`src/hw/fpsu_pkg.sv`:
```
`default_nettype none

package fpsu_pkg;

  localparam int word_w = 68;
  localparam int lane_w = 33;
  localparam int fwd_sel_w = 3;

  // tag bit on top of each lane, ieee single below
  typedef struct packed {
    logic [word_w-2*lane_w-1:0] pad;
    logic [lane_w-1:0]          hi;
    logic [lane_w-1:0]          lo;
  } lanes_t;

  typedef union packed {
    logic [word_w-1:0] raw;
    lanes_t            lanes;
  } operand_u;

  // codes above op_cmp_s are illegal
  typedef enum logic [3:0] {
    op_and     = 4'd0,
    op_or      = 4'd1,
    op_xor     = 4'd2,
    op_andn    = 4'd3,
    op_perm    = 4'd4,
    op_cmpeq_p = 4'd5,
    op_cmplt_p = 4'd6,
    op_cmple_p = 4'd7,
    op_cmp_s   = 4'd8
  } fop_e;

  typedef struct packed {
    fop_e code;
    logic copy_a;
    logic swap;
    logic dup;
    logic ordered;
  } fp_op_t;

  typedef enum logic [1:0] {
    unit_logic = 2'd0,
    unit_perm  = 2'd1,
    unit_cmp   = 2'd2
  } unit_e;

  typedef enum logic [1:0] {
    rel_eq = 2'd0,
    rel_lt = 2'd1,
    rel_le = 2'd2
  } rel_e;

  typedef struct packed {
    logic       valid;
    unit_e      unit_sel;
    logic [1:0] logic_sel;
    logic       pkd;
    rel_e       rel_sel;
    logic       copy_a;
    logic       swap;
    logic       dup;
    logic       ordered;
  } exec_ctrl_t;

  typedef struct packed {
    logic unordered;
    logic equal;
    logic less;
    logic greater;
    logic a_nan;
    logic b_nan;
  } cmp_flags_t;

  typedef struct packed {
    logic invalid;
    logic denormal;
  } fp_raise_t;

  typedef struct packed {
    logic [29:0] rsvd;
    logic        den_en;
    logic        inv_en;
  } fpcsr_t;

  localparam logic [3:0] cause_invalid = 4'd1;
  localparam logic [3:0] cause_denorm  = 4'd2;

  typedef struct packed {
    logic       valid;
    logic [3:0] cause;
  } excpt_t;

endpackage

`default_nettype wire

```
`src/hw/operand_forward.sv`:
```
`timescale 1ns/1ps
`default_nettype none

module operand_forward #(
  parameter int NUM_FWD = 4
) (
  input  wire logic                                clk,
  input  wire logic                                rst,
  input  fpsu_pkg::operand_u                       direct,
  input  wire logic [fpsu_pkg::fwd_sel_w-1:0]      sel,
  input  fpsu_pkg::operand_u [NUM_FWD-1:0]         fwd_bus,
  output fpsu_pkg::operand_u                       operand
);

  fpsu_pkg::operand_u pick;

  // select 0 is the direct word, k picks bus k-1
  always_comb begin
    pick = direct;
    for (int k = 0; k < NUM_FWD; k++) begin
      if (int'(sel) == k + 1) begin
        pick = fwd_bus[k];
      end
    end
  end

  always_ff @(posedge clk) begin
    if (rst) begin
      operand <= '0;
    end else begin
      operand <= pick;
    end
  end

  sel_in_range: assert property (
    @(posedge clk) disable iff (rst) sel <= NUM_FWD
  ) else $error("forward select %0d beyond bus count", sel);

endmodule

`default_nettype wire

```
`config.mk`:
```
export PLATFORM = sky130hd
export DESIGN_NAME = operand_forward
export DESIGN_NICKNAME = d
export VERILOG_FILES = /design/src/hw/fpsu_pkg.sv /design/src/hw/operand_forward.sv
export SDC_FILE = /design/constraint.sdc
export NUM_CORES = 1
export LEC_CHECK = 0
export BUFFER_PORTS_ARGS = -buffer_cell sky130_fd_sc_hd__buf_4
export CAP_MARGIN = 20
export CORE_AREA = 2 2 163 165
export CTS_BUF_LIST = sky130_fd_sc_hd__clkbuf_4 sky130_fd_sc_hd__clkbuf_8
export CTS_CLUSTER_DIAMETER = 30
export DETAILED_ROUTE_END_ITERATION = 16
export DIE_AREA = 0 0 165 167
export GPL_TIMING_DRIVEN = 0
export PLACE_DENSITY_LB_ADDON = 0.2
export SLEW_MARGIN = 0
export SYNTH_ARGS = -nofsm -noshare
export SYNTH_HDL_FRONTEND = slang
export SYNTH_SLANG_ARGS = --single-unit
```
`constraint.sdc`:
```
create_clock -name clk -period 3.7 [get_ports clk]
set_clock_uncertainty 0.1 [all_clocks]
set_input_delay 0.185 -clock clk [delete_from_list [all_inputs] [get_ports clk]]
set_output_delay 0.185 -clock clk [all_outputs]
set_load 0.02 [all_outputs]
```
==> impl_metrics.ini <==
[outcome]
status = finished clean

[floorplanning]
dieArea_um2 = 27600
start_util = 0.183
die_h_um = 167
die_x_um = 165
row_count = 59
core_area_um2 = 25800
num_io_pins = 413

[layout]
fill_cells = 2784
final-seq-area_um2 = 1360
largest_reg_flops = 68
top_register = operand
drive_gt1_frac = 0.507
top_regs = operand (68)
areaGrowthSynthToFinish_pct = 91.3
layout.nets = 1373
layout.cells.non_filler = 1368
diodes = 0
multi_input_area_um2 = 3010

[routing]
viasPerCell = 4.76
wl_per_cell_um = 18.8
drc = 0
vias = 6509
ant_nets = 0
drtIter0Drc = 689
drt-total-wl_mm = 25.7
dr.pass1.iters = 8

[yosys]
seq_area_frac_synth = 0.289
synth_area_leader_cell = dfxtp_1
ys_warn_count = 0
synth_edf_count = 0
ys_top_cells_by_area = dfxtp_1 29%, mux2_2 16%, a222oi_1 14%
syn_area_um2 = 4720
yosysUniqueCellTypes = 16
syn-instance-count = 549
yosysTopAreaCellShare = 0.289
yosysMostFrequentCell = nor2b_1
synth_common_cells = 70 x nor2b_1, 68 x a211oi_1, 68 x a222oi_1, 68 x dfxtp_1, 68 x nor2_1
synth-main-ff-cell = dfxtp_1
synth.avg_cell_area_um2 = 8.59
ys_ff_latch = 68
syn-num-nets = 894
async_flop_share = 0

[place]
place_hpwl_mm = 19.7
place_inst = 1293
portBuffers = 409
place_congestion = 0.801

[timing]
setup_viol = 0
tightest_slew_ps = 645
report.final.slew_viol_count = 0
timing.fmax_ghz = 0.586
slew_headroom = 0.570
period_minus_slack_ps = 1710
grt_setup_unrepaired = false
fin_tns_setup_ps = 0
hold_violations = 0
finalCritPeriodShare = 0.461

[setup_path]
cp.buffers_inverters = 2
cp.arrival_ps = 1840
crit_chain = buf_2 -> nor2_4 -> clkbuf_1 -> a222oi_1 -> a211oi_1
path_delay_family = buffers and inverters
slowest_stage = clkbuf_1
max_stage_delay_ps = 550
end_kind = flip-flop
path_max_fanout = 10
cp.required_ps = 3830
crit_type = in -> reg
start_kind = input port

[global_route]
antenna_found_initial = 0
grt_pass1_vias = 6654
grt_max_degree = 12
gr-total-overflow = 0
grt_pass1_wl_mm = 37.3
grt_usage = 0.177

[cts]
numCtsBuffers = 9
cts_root_buffer = clkbuf_8
cts_max_path_buffers = 2
post_cts_buffers = 0
cts_max_level = 3
clock_sinks = 68
clkTransAtPathRegs_ps = 80
cts_tree = built

[power_and_ir_drop]
ir_drop_mv = 0.135
p_leak_nw = 3.98
power_density_nw_per_um2 = 275

[hold_path]
worstHoldPathType = in -> reg

[flow_run]
maxCapViolCount = 0
==> logic make-up after synthesis <==
| family | count (synthesis) | share of synthesized area |
|---|---|---|
| muxes | 68 | 0.162 |
| buffers and inverters | 69 | 0.0730 |
| DFF | 68 | 0.289 |
| and+or+nand+nor | 140 | 0.151 |
| AOI/OAI and AO/OA | 204 | 0.325 |
==> path summary, 6_finish.rpt <==
| kind | startpoint | end | slack [ps] | depth (start not counted) |
|---|---|---|---|---|
| max | sel[0] | operand[45] | 1990 | 5 |
| min | fwd_bus[219] | operand[15] | 30 | 3 |
==> metal layers <==
metal / GRT usage / vias to the layer above / wire, um
li1: - / 3091 / -
met1: 0.213 / 3009 / 10100
met2: 0.311 / 384 / 12800
met3: 0.0418 / 25 / 2370
met4: 0.0510 / 0 / 410
met5: 0 / - / 0
==> per-stage QoR <==
step	worst slack, ps	util	power [W]	instance area, um2	hold slack [ps]
detailed placement	1540	0.318	0.00170	8210	392
CTS	1890	0.350	0.00252	9020	0.175
global placement	1530	0.318	0.00170	8210	386
global route	1840	0.350	0.00261	9020	21.9
finish	1990	0.350	0.00248	9020	26.3
floorplan	2210	-	0.00121	4720	268
==> area by class of cell <==
class                           instances  share of cell area
Sequential cell                        68               0.151
Multi-Input combinational cell        412               0.334
Clock inverter                          4             0.00804
Clock buffer                           12              0.0169
Tap cell                              335              0.0465
Timing Repair Buffer                  468               0.406
Buffer                                 69              0.0381
==> power by group <==
group / total [W] / switching (W) / internal (W)
registers: 0.000810 / 0.0000166 / 0.000794
logic: 0.000916 / 0.000400 / 0.000516
clock network: 0.000758 / 0.000345 / 0.000413
total: 0.00248 / 0.000762 / 0.00172
==> what timing repair did <==
item,in CTS,in global routing
hold endpoints to repair,59,0
gates resized for setup,0,0
hold buffers,59,0
setup endpoints to repair,0,0
==> cell usage in the layout (no fill, tap or decap) <==
cell           instances
dlygate4sd3_1         59
clkbuf_4               2
a222oi_1              68
nor2_4                 1
or3b_1                 1
clkbuf_8              10
clkbuf_2               1
buf_4                415
nor2b_1               70
mux2_1                 1
clkbuf_1              38
nor2_1                68
clkinvlp_4             1
mux2_2                67
dfxtp_1               68
bufinv_16              2
clkinv_2               1
a211oi_1              68
o21ai_1               10
buf_6                  5
buf_2                 19
o21ai_0               58
No activity file was read; power rests on OpenSTA's default activity.
