### src/hw/fpsu_pkg.sv
`default_nettype none

package fpsu_pkg;

  localparam int word_w = 68;
  localparam int lane_w = 33;
  localparam int fwd_sel_w = 3;

  // tag bit on top of each lane, ieee single below
  typedef struct packed {
    logic [word_w-2*lane_w-1:0] pad;
    logic [lane_w-1:0]          hi;
    logic [lane_w-1:0]          lo;
  } lanes_t;

  typedef union packed {
    logic [word_w-1:0] raw;
    lanes_t            lanes;
  } operand_u;

  // codes above op_cmp_s are illegal
  typedef enum logic [3:0] {
    op_and     = 4'd0,
    op_or      = 4'd1,
    op_xor     = 4'd2,
    op_andn    = 4'd3,
    op_perm    = 4'd4,
    op_cmpeq_p = 4'd5,
    op_cmplt_p = 4'd6,
    op_cmple_p = 4'd7,
    op_cmp_s   = 4'd8
  } fop_e;

  typedef struct packed {
    fop_e code;
    logic copy_a;
    logic swap;
    logic dup;
    logic ordered;
  } fp_op_t;

  typedef enum logic [1:0] {
    unit_logic = 2'd0,
    unit_perm  = 2'd1,
    unit_cmp   = 2'd2
  } unit_e;

  typedef enum logic [1:0] {
    rel_eq = 2'd0,
    rel_lt = 2'd1,
    rel_le = 2'd2
  } rel_e;

  typedef struct packed {
    logic       valid;
    unit_e      unit_sel;
    logic [1:0] logic_sel;
    logic       pkd;
    rel_e       rel_sel;
    logic       copy_a;
    logic       swap;
    logic       dup;
    logic       ordered;
  } exec_ctrl_t;

  typedef struct packed {
    logic unordered;
    logic equal;
    logic less;
    logic greater;
    logic a_nan;
    logic b_nan;
  } cmp_flags_t;

  typedef struct packed {
    logic invalid;
    logic denormal;
  } fp_raise_t;

  typedef struct packed {
    logic [29:0] rsvd;
    logic        den_en;
    logic        inv_en;
  } fpcsr_t;

  localparam logic [3:0] cause_invalid = 4'd1;
  localparam logic [3:0] cause_denorm  = 4'd2;

  typedef struct packed {
    logic       valid;
    logic [3:0] cause;
  } excpt_t;

endpackage

`default_nettype wire

### src/hw/fp_op_decode.sv
`timescale 1ns/1ps
`default_nettype none

module fp_op_decode (
  input  wire logic           clk,
  input  wire logic           rst,
  input  wire logic           en,
  input  fpsu_pkg::fp_op_t    op,
  output fpsu_pkg::exec_ctrl_t ctrl
);

  fpsu_pkg::exec_ctrl_t dec;

  always_comb begin
    dec = '0;
    dec.copy_a = op.copy_a;
    dec.swap = op.swap;
    dec.dup = op.dup;
    dec.ordered = op.ordered;
    case (op.code)
      fpsu_pkg::op_and, fpsu_pkg::op_or, fpsu_pkg::op_xor, fpsu_pkg::op_andn: begin
        dec.valid = en;
        dec.unit_sel = fpsu_pkg::unit_logic;
        // low opcode bits already order and/or/xor/andn
        dec.logic_sel = op.code[1:0];
      end
      fpsu_pkg::op_perm: begin
        dec.valid = en;
        dec.unit_sel = fpsu_pkg::unit_perm;
      end
      fpsu_pkg::op_cmpeq_p: begin
        dec.valid = en;
        dec.unit_sel = fpsu_pkg::unit_cmp;
        dec.pkd = 1'b1;
        dec.rel_sel = fpsu_pkg::rel_eq;
      end
      fpsu_pkg::op_cmplt_p: begin
        dec.valid = en;
        dec.unit_sel = fpsu_pkg::unit_cmp;
        dec.pkd = 1'b1;
        dec.rel_sel = fpsu_pkg::rel_lt;
      end
      fpsu_pkg::op_cmple_p: begin
        dec.valid = en;
        dec.unit_sel = fpsu_pkg::unit_cmp;
        dec.pkd = 1'b1;
        dec.rel_sel = fpsu_pkg::rel_le;
      end
      fpsu_pkg::op_cmp_s: begin
        // scalar, flags only
        dec.valid = en;
        dec.unit_sel = fpsu_pkg::unit_cmp;
      end
      default: begin
        dec.valid = 1'b0;
      end
    endcase
  end

  always_ff @(posedge clk) begin
    if (rst) begin
      ctrl <= '0;
    end else begin
      ctrl <= dec;
    end
  end

endmodule

`default_nettype wire

### config.mk
export PLATFORM = sky130hd
export DESIGN_NAME = fp_op_decode
export DESIGN_NICKNAME = d
export VERILOG_FILES = /design/src/hw/fpsu_pkg.sv /design/src/hw/fp_op_decode.sv
export SDC_FILE = /design/constraint.sdc
export NUM_CORES = 1
export LEC_CHECK = 0
export BUFFER_PORTS_ARGS = -buffer_cell sky130_fd_sc_hd__buf_2
export CELL_PAD_IN_SITES_DETAIL_PLACEMENT = 1
export CELL_PAD_IN_SITES_GLOBAL_PLACEMENT = 1
export CORE_MARGIN = 2
export CORE_UTILIZATION = 24
export DETAILED_ROUTE_END_ITERATION = 10
export PLACE_DENSITY = 0.78
export SETUP_SLACK_MARGIN = 0.1
export SKIP_CTS_REPAIR_TIMING = 1
export SYNTH_ARGS = -nofsm -noshare
export SYNTH_HDL_FRONTEND = slang
export SYNTH_SLANG_ARGS = --single-unit
### constraint.sdc
create_clock -name clk -period 0.8 [get_ports clk]
set_clock_uncertainty 0.05 [all_clocks]
set_input_delay 0.08 -clock clk [delete_from_list [all_inputs] [get_ports clk]]
set_output_delay 0.08 -clock clk [all_outputs]
set_load 0.02 [all_outputs]
==> qor.csv <==
metric,value,unit
syn_area_per_cell,11.4,um^2
cts-buffers-inserted,3,
timing.critical_path.cells,buf_6,
netlist-cell-type-count,14,
antennaDiodeCount,0,
total_leakage_power,0.292,nW
crit_end,ctrl[10],
drc,0,
place_congestion,0.687,
multiInputGateArea,125,um^2
routed_wire_length_per_instance,11.7,um
sequential_area_share_after_synthesis,65.8,%
crit_path_top_delay_cell,sky130_fd_sc_hd__dfxtp_2,
initial_core_util,24.8,%
synthesis.nets,43,
required,0.67,ns
final.setup.worst_slack,-0.0460,ns
finish.utilization,43.8,%
register_area,255,um^2
finalWirelength,903,um
cellInternalPower,0.986,mW
fin_worst_hold_slack,-0.0290,ns
stdcell_area,644,um^2
area.growth.synth_to_final,76.4,%
grt_max_degree,8,
min_period,0.846,ns
slew-limit-headroom,82.3,%
h-tree-depth,1,
path_class,flip-flop to primary output,
antenna_found_initial,0,
grt.overflow.total,0,
layout_common_cells,"12 x sky130_fd_sc_hd__dfxtp_2, 12 x sky130_fd_sc_hd__buf_6, 10 x sky130_fd_sc_hd__buf_2, 5 x sky130_fd_sc_hd__nor2b_1",
drive_above_1_share,72.1,%
final_nets,73,
pins_over_slew_limit,0,
detailed_place.area,518,um^2
worst_slew_pin_slew,0.264,ns
cts_sinks,12,
synth-seq-cells,12,
portBuffers,22,
max_flop_register,ctrl,
placement_rows,14,
floorplan.core_area,1470,um^2
seqPwrFrac,50.2,%
setup_violations,12,
number_of_placed_cells_counting_well_taps,73,
largest_register_ff_count,12,
grt_setup_unrepaired,yes,
drv.max_cap_violation_count,0,
timing.critical_path.to_type,primary output,
cp.arrival,0.72,ns
switching_power,0.277,mW
yosysWarnings,0,
crit_fanout,1,
worst_ir_drop_on_vdd,1010,uV
worst-path-stages,1,
cts_tree,yes,
clk_path_buf_depth,2,
top_regs,ctrl (12),
fin_total_pwr,1.26,mW
dp_worst_setup_slack,-0.0332,ns
p_comb_share,12.7,%
hold_class,primary input to flip-flop,
period_utilisation_layout,106,%
grt_pass1_wl,1160,um
vias,334,
cts_root_buf,sky130_fd_sc_hd__clkbuf_4,
drt-pass1-iter-count,4,
worst_path_largest_cell_delay,0.33,ns
grt_use_total,9.09,%
finalHoldViolations,3,
worstPathBufferInverterCount,1,
setup.worst_path.start_class,flip-flop,
max_freq,1.18,GHz
num-fill-cells,171,
finish.cell_count_without_fillers,77,
drt-vias-per-instance,4.34,
cell_count_after_synthesis,32,
die_height,43.0,um
grt_pass1_vias,272,
power.density,1960,nW/um^2
min_path_cells,2,
p_sw_share,21.9,%
post_synthesis_cell_area,365,um^2
floorplan.die_area,1850,um^2
boundaryPins,23,
initial_detailed_routing_violation_count,7,
setup_total_negative_slack,-0.405,ns
path_clk_slew,0.08,ns
outcome,"finished, violations left",
die_width,43.0,um
ant_nets,0,
cp_top_family,flip-flops,
violated_checks,"negative hold slack, negative setup slack",
setup.worst_path.start,ctrl[10]$_SDFF_PP0_,
power.share.clock,37.1,%
[synth_stat cells]
cell | instances | share of area [%]
sky130_fd_sc_hd__a21oi_1 | 1 | 1.4
sky130_fd_sc_hd__and2_1 | 1 | 1.7
sky130_fd_sc_hd__and2_2 | 1 | 2.1
sky130_fd_sc_hd__and3_2 | 1 | 2.1
sky130_fd_sc_hd__dfxtp_1 | 12 | 66
sky130_fd_sc_hd__nand2_1 | 2 | 2.1
sky130_fd_sc_hd__nor2_1 | 1 | 1.0
sky130_fd_sc_hd__nor2b_1 | 5 | 8.6
sky130_fd_sc_hd__nor3_1 | 2 | 2.7
sky130_fd_sc_hd__nor3b_1 | 2 | 4.1
sky130_fd_sc_hd__nor3b_2 | 1 | 3.4
sky130_fd_sc_hd__o21a_1 | 1 | 2.1
sky130_fd_sc_hd__o21ai_1 | 1 | 1.4
sky130_fd_sc_hd__or2_1 | 1 | 1.7
[routing by layer]
metal	share of wire [%]	track usage [%]	up-vias	wire, um
li1	-	-	164	-
met1	36	10.2	153	329
met2	57	13.3	15	515
met3	4.1	2.55	2	37
met4	2.2	9.09	0	20
met5	0	0	-	0
[worst min path at each step]
stage	slack (ns)	to	start
CTS	-0.03	ctrl[3]$_SDFF_PP0_	op[3]
detailed placement	0.25	ctrl[3]$_SDFF_PP0_	op[3]
global placement	0.24	ctrl[3]$_SDFF_PP0_	op[3]
floorplan	0.1	ctrl[10]$_SDFF_PP0_	rst
finish	-0.03	ctrl[3]$_SDFF_PP0_	op[3]
global route	-0.02	ctrl[3]$_SDFF_PP0_	op[3]
[power by group through the flow]
stage	Sequential (mW)	Clock [mW]	Combinational [mW]
floorplan	0.668	0	0.0269
global placement	0.637	0	0.131
detailed placement	0.638	0	0.134
CTS	0.623	0.482	0.135
global route	0.636	0.530	0.172
finish	0.633	0.468	0.161
[logic make-up after synthesis]
logic type | Yosys count | share of synthesized area, %
flip-flops | 12 | 65.8
AO/OA/AOI/OAI | 3 | 4.79
AND/OR/NAND/NOR | 17 | 29.5
[area by class of cell]
| type | count | area share (%) |
|---|---|---|
| Clock buffer | 4 | 5.63 |
| Multi-Input combinational cell | 20 | 19.4 |
| Sequential cell | 12 | 39.6 |
| Tap cell | 16 | 3.11 |
| Timing Repair Buffer | 25 | 32.2 |
No activity file was read; power rests on OpenSTA's default activity.
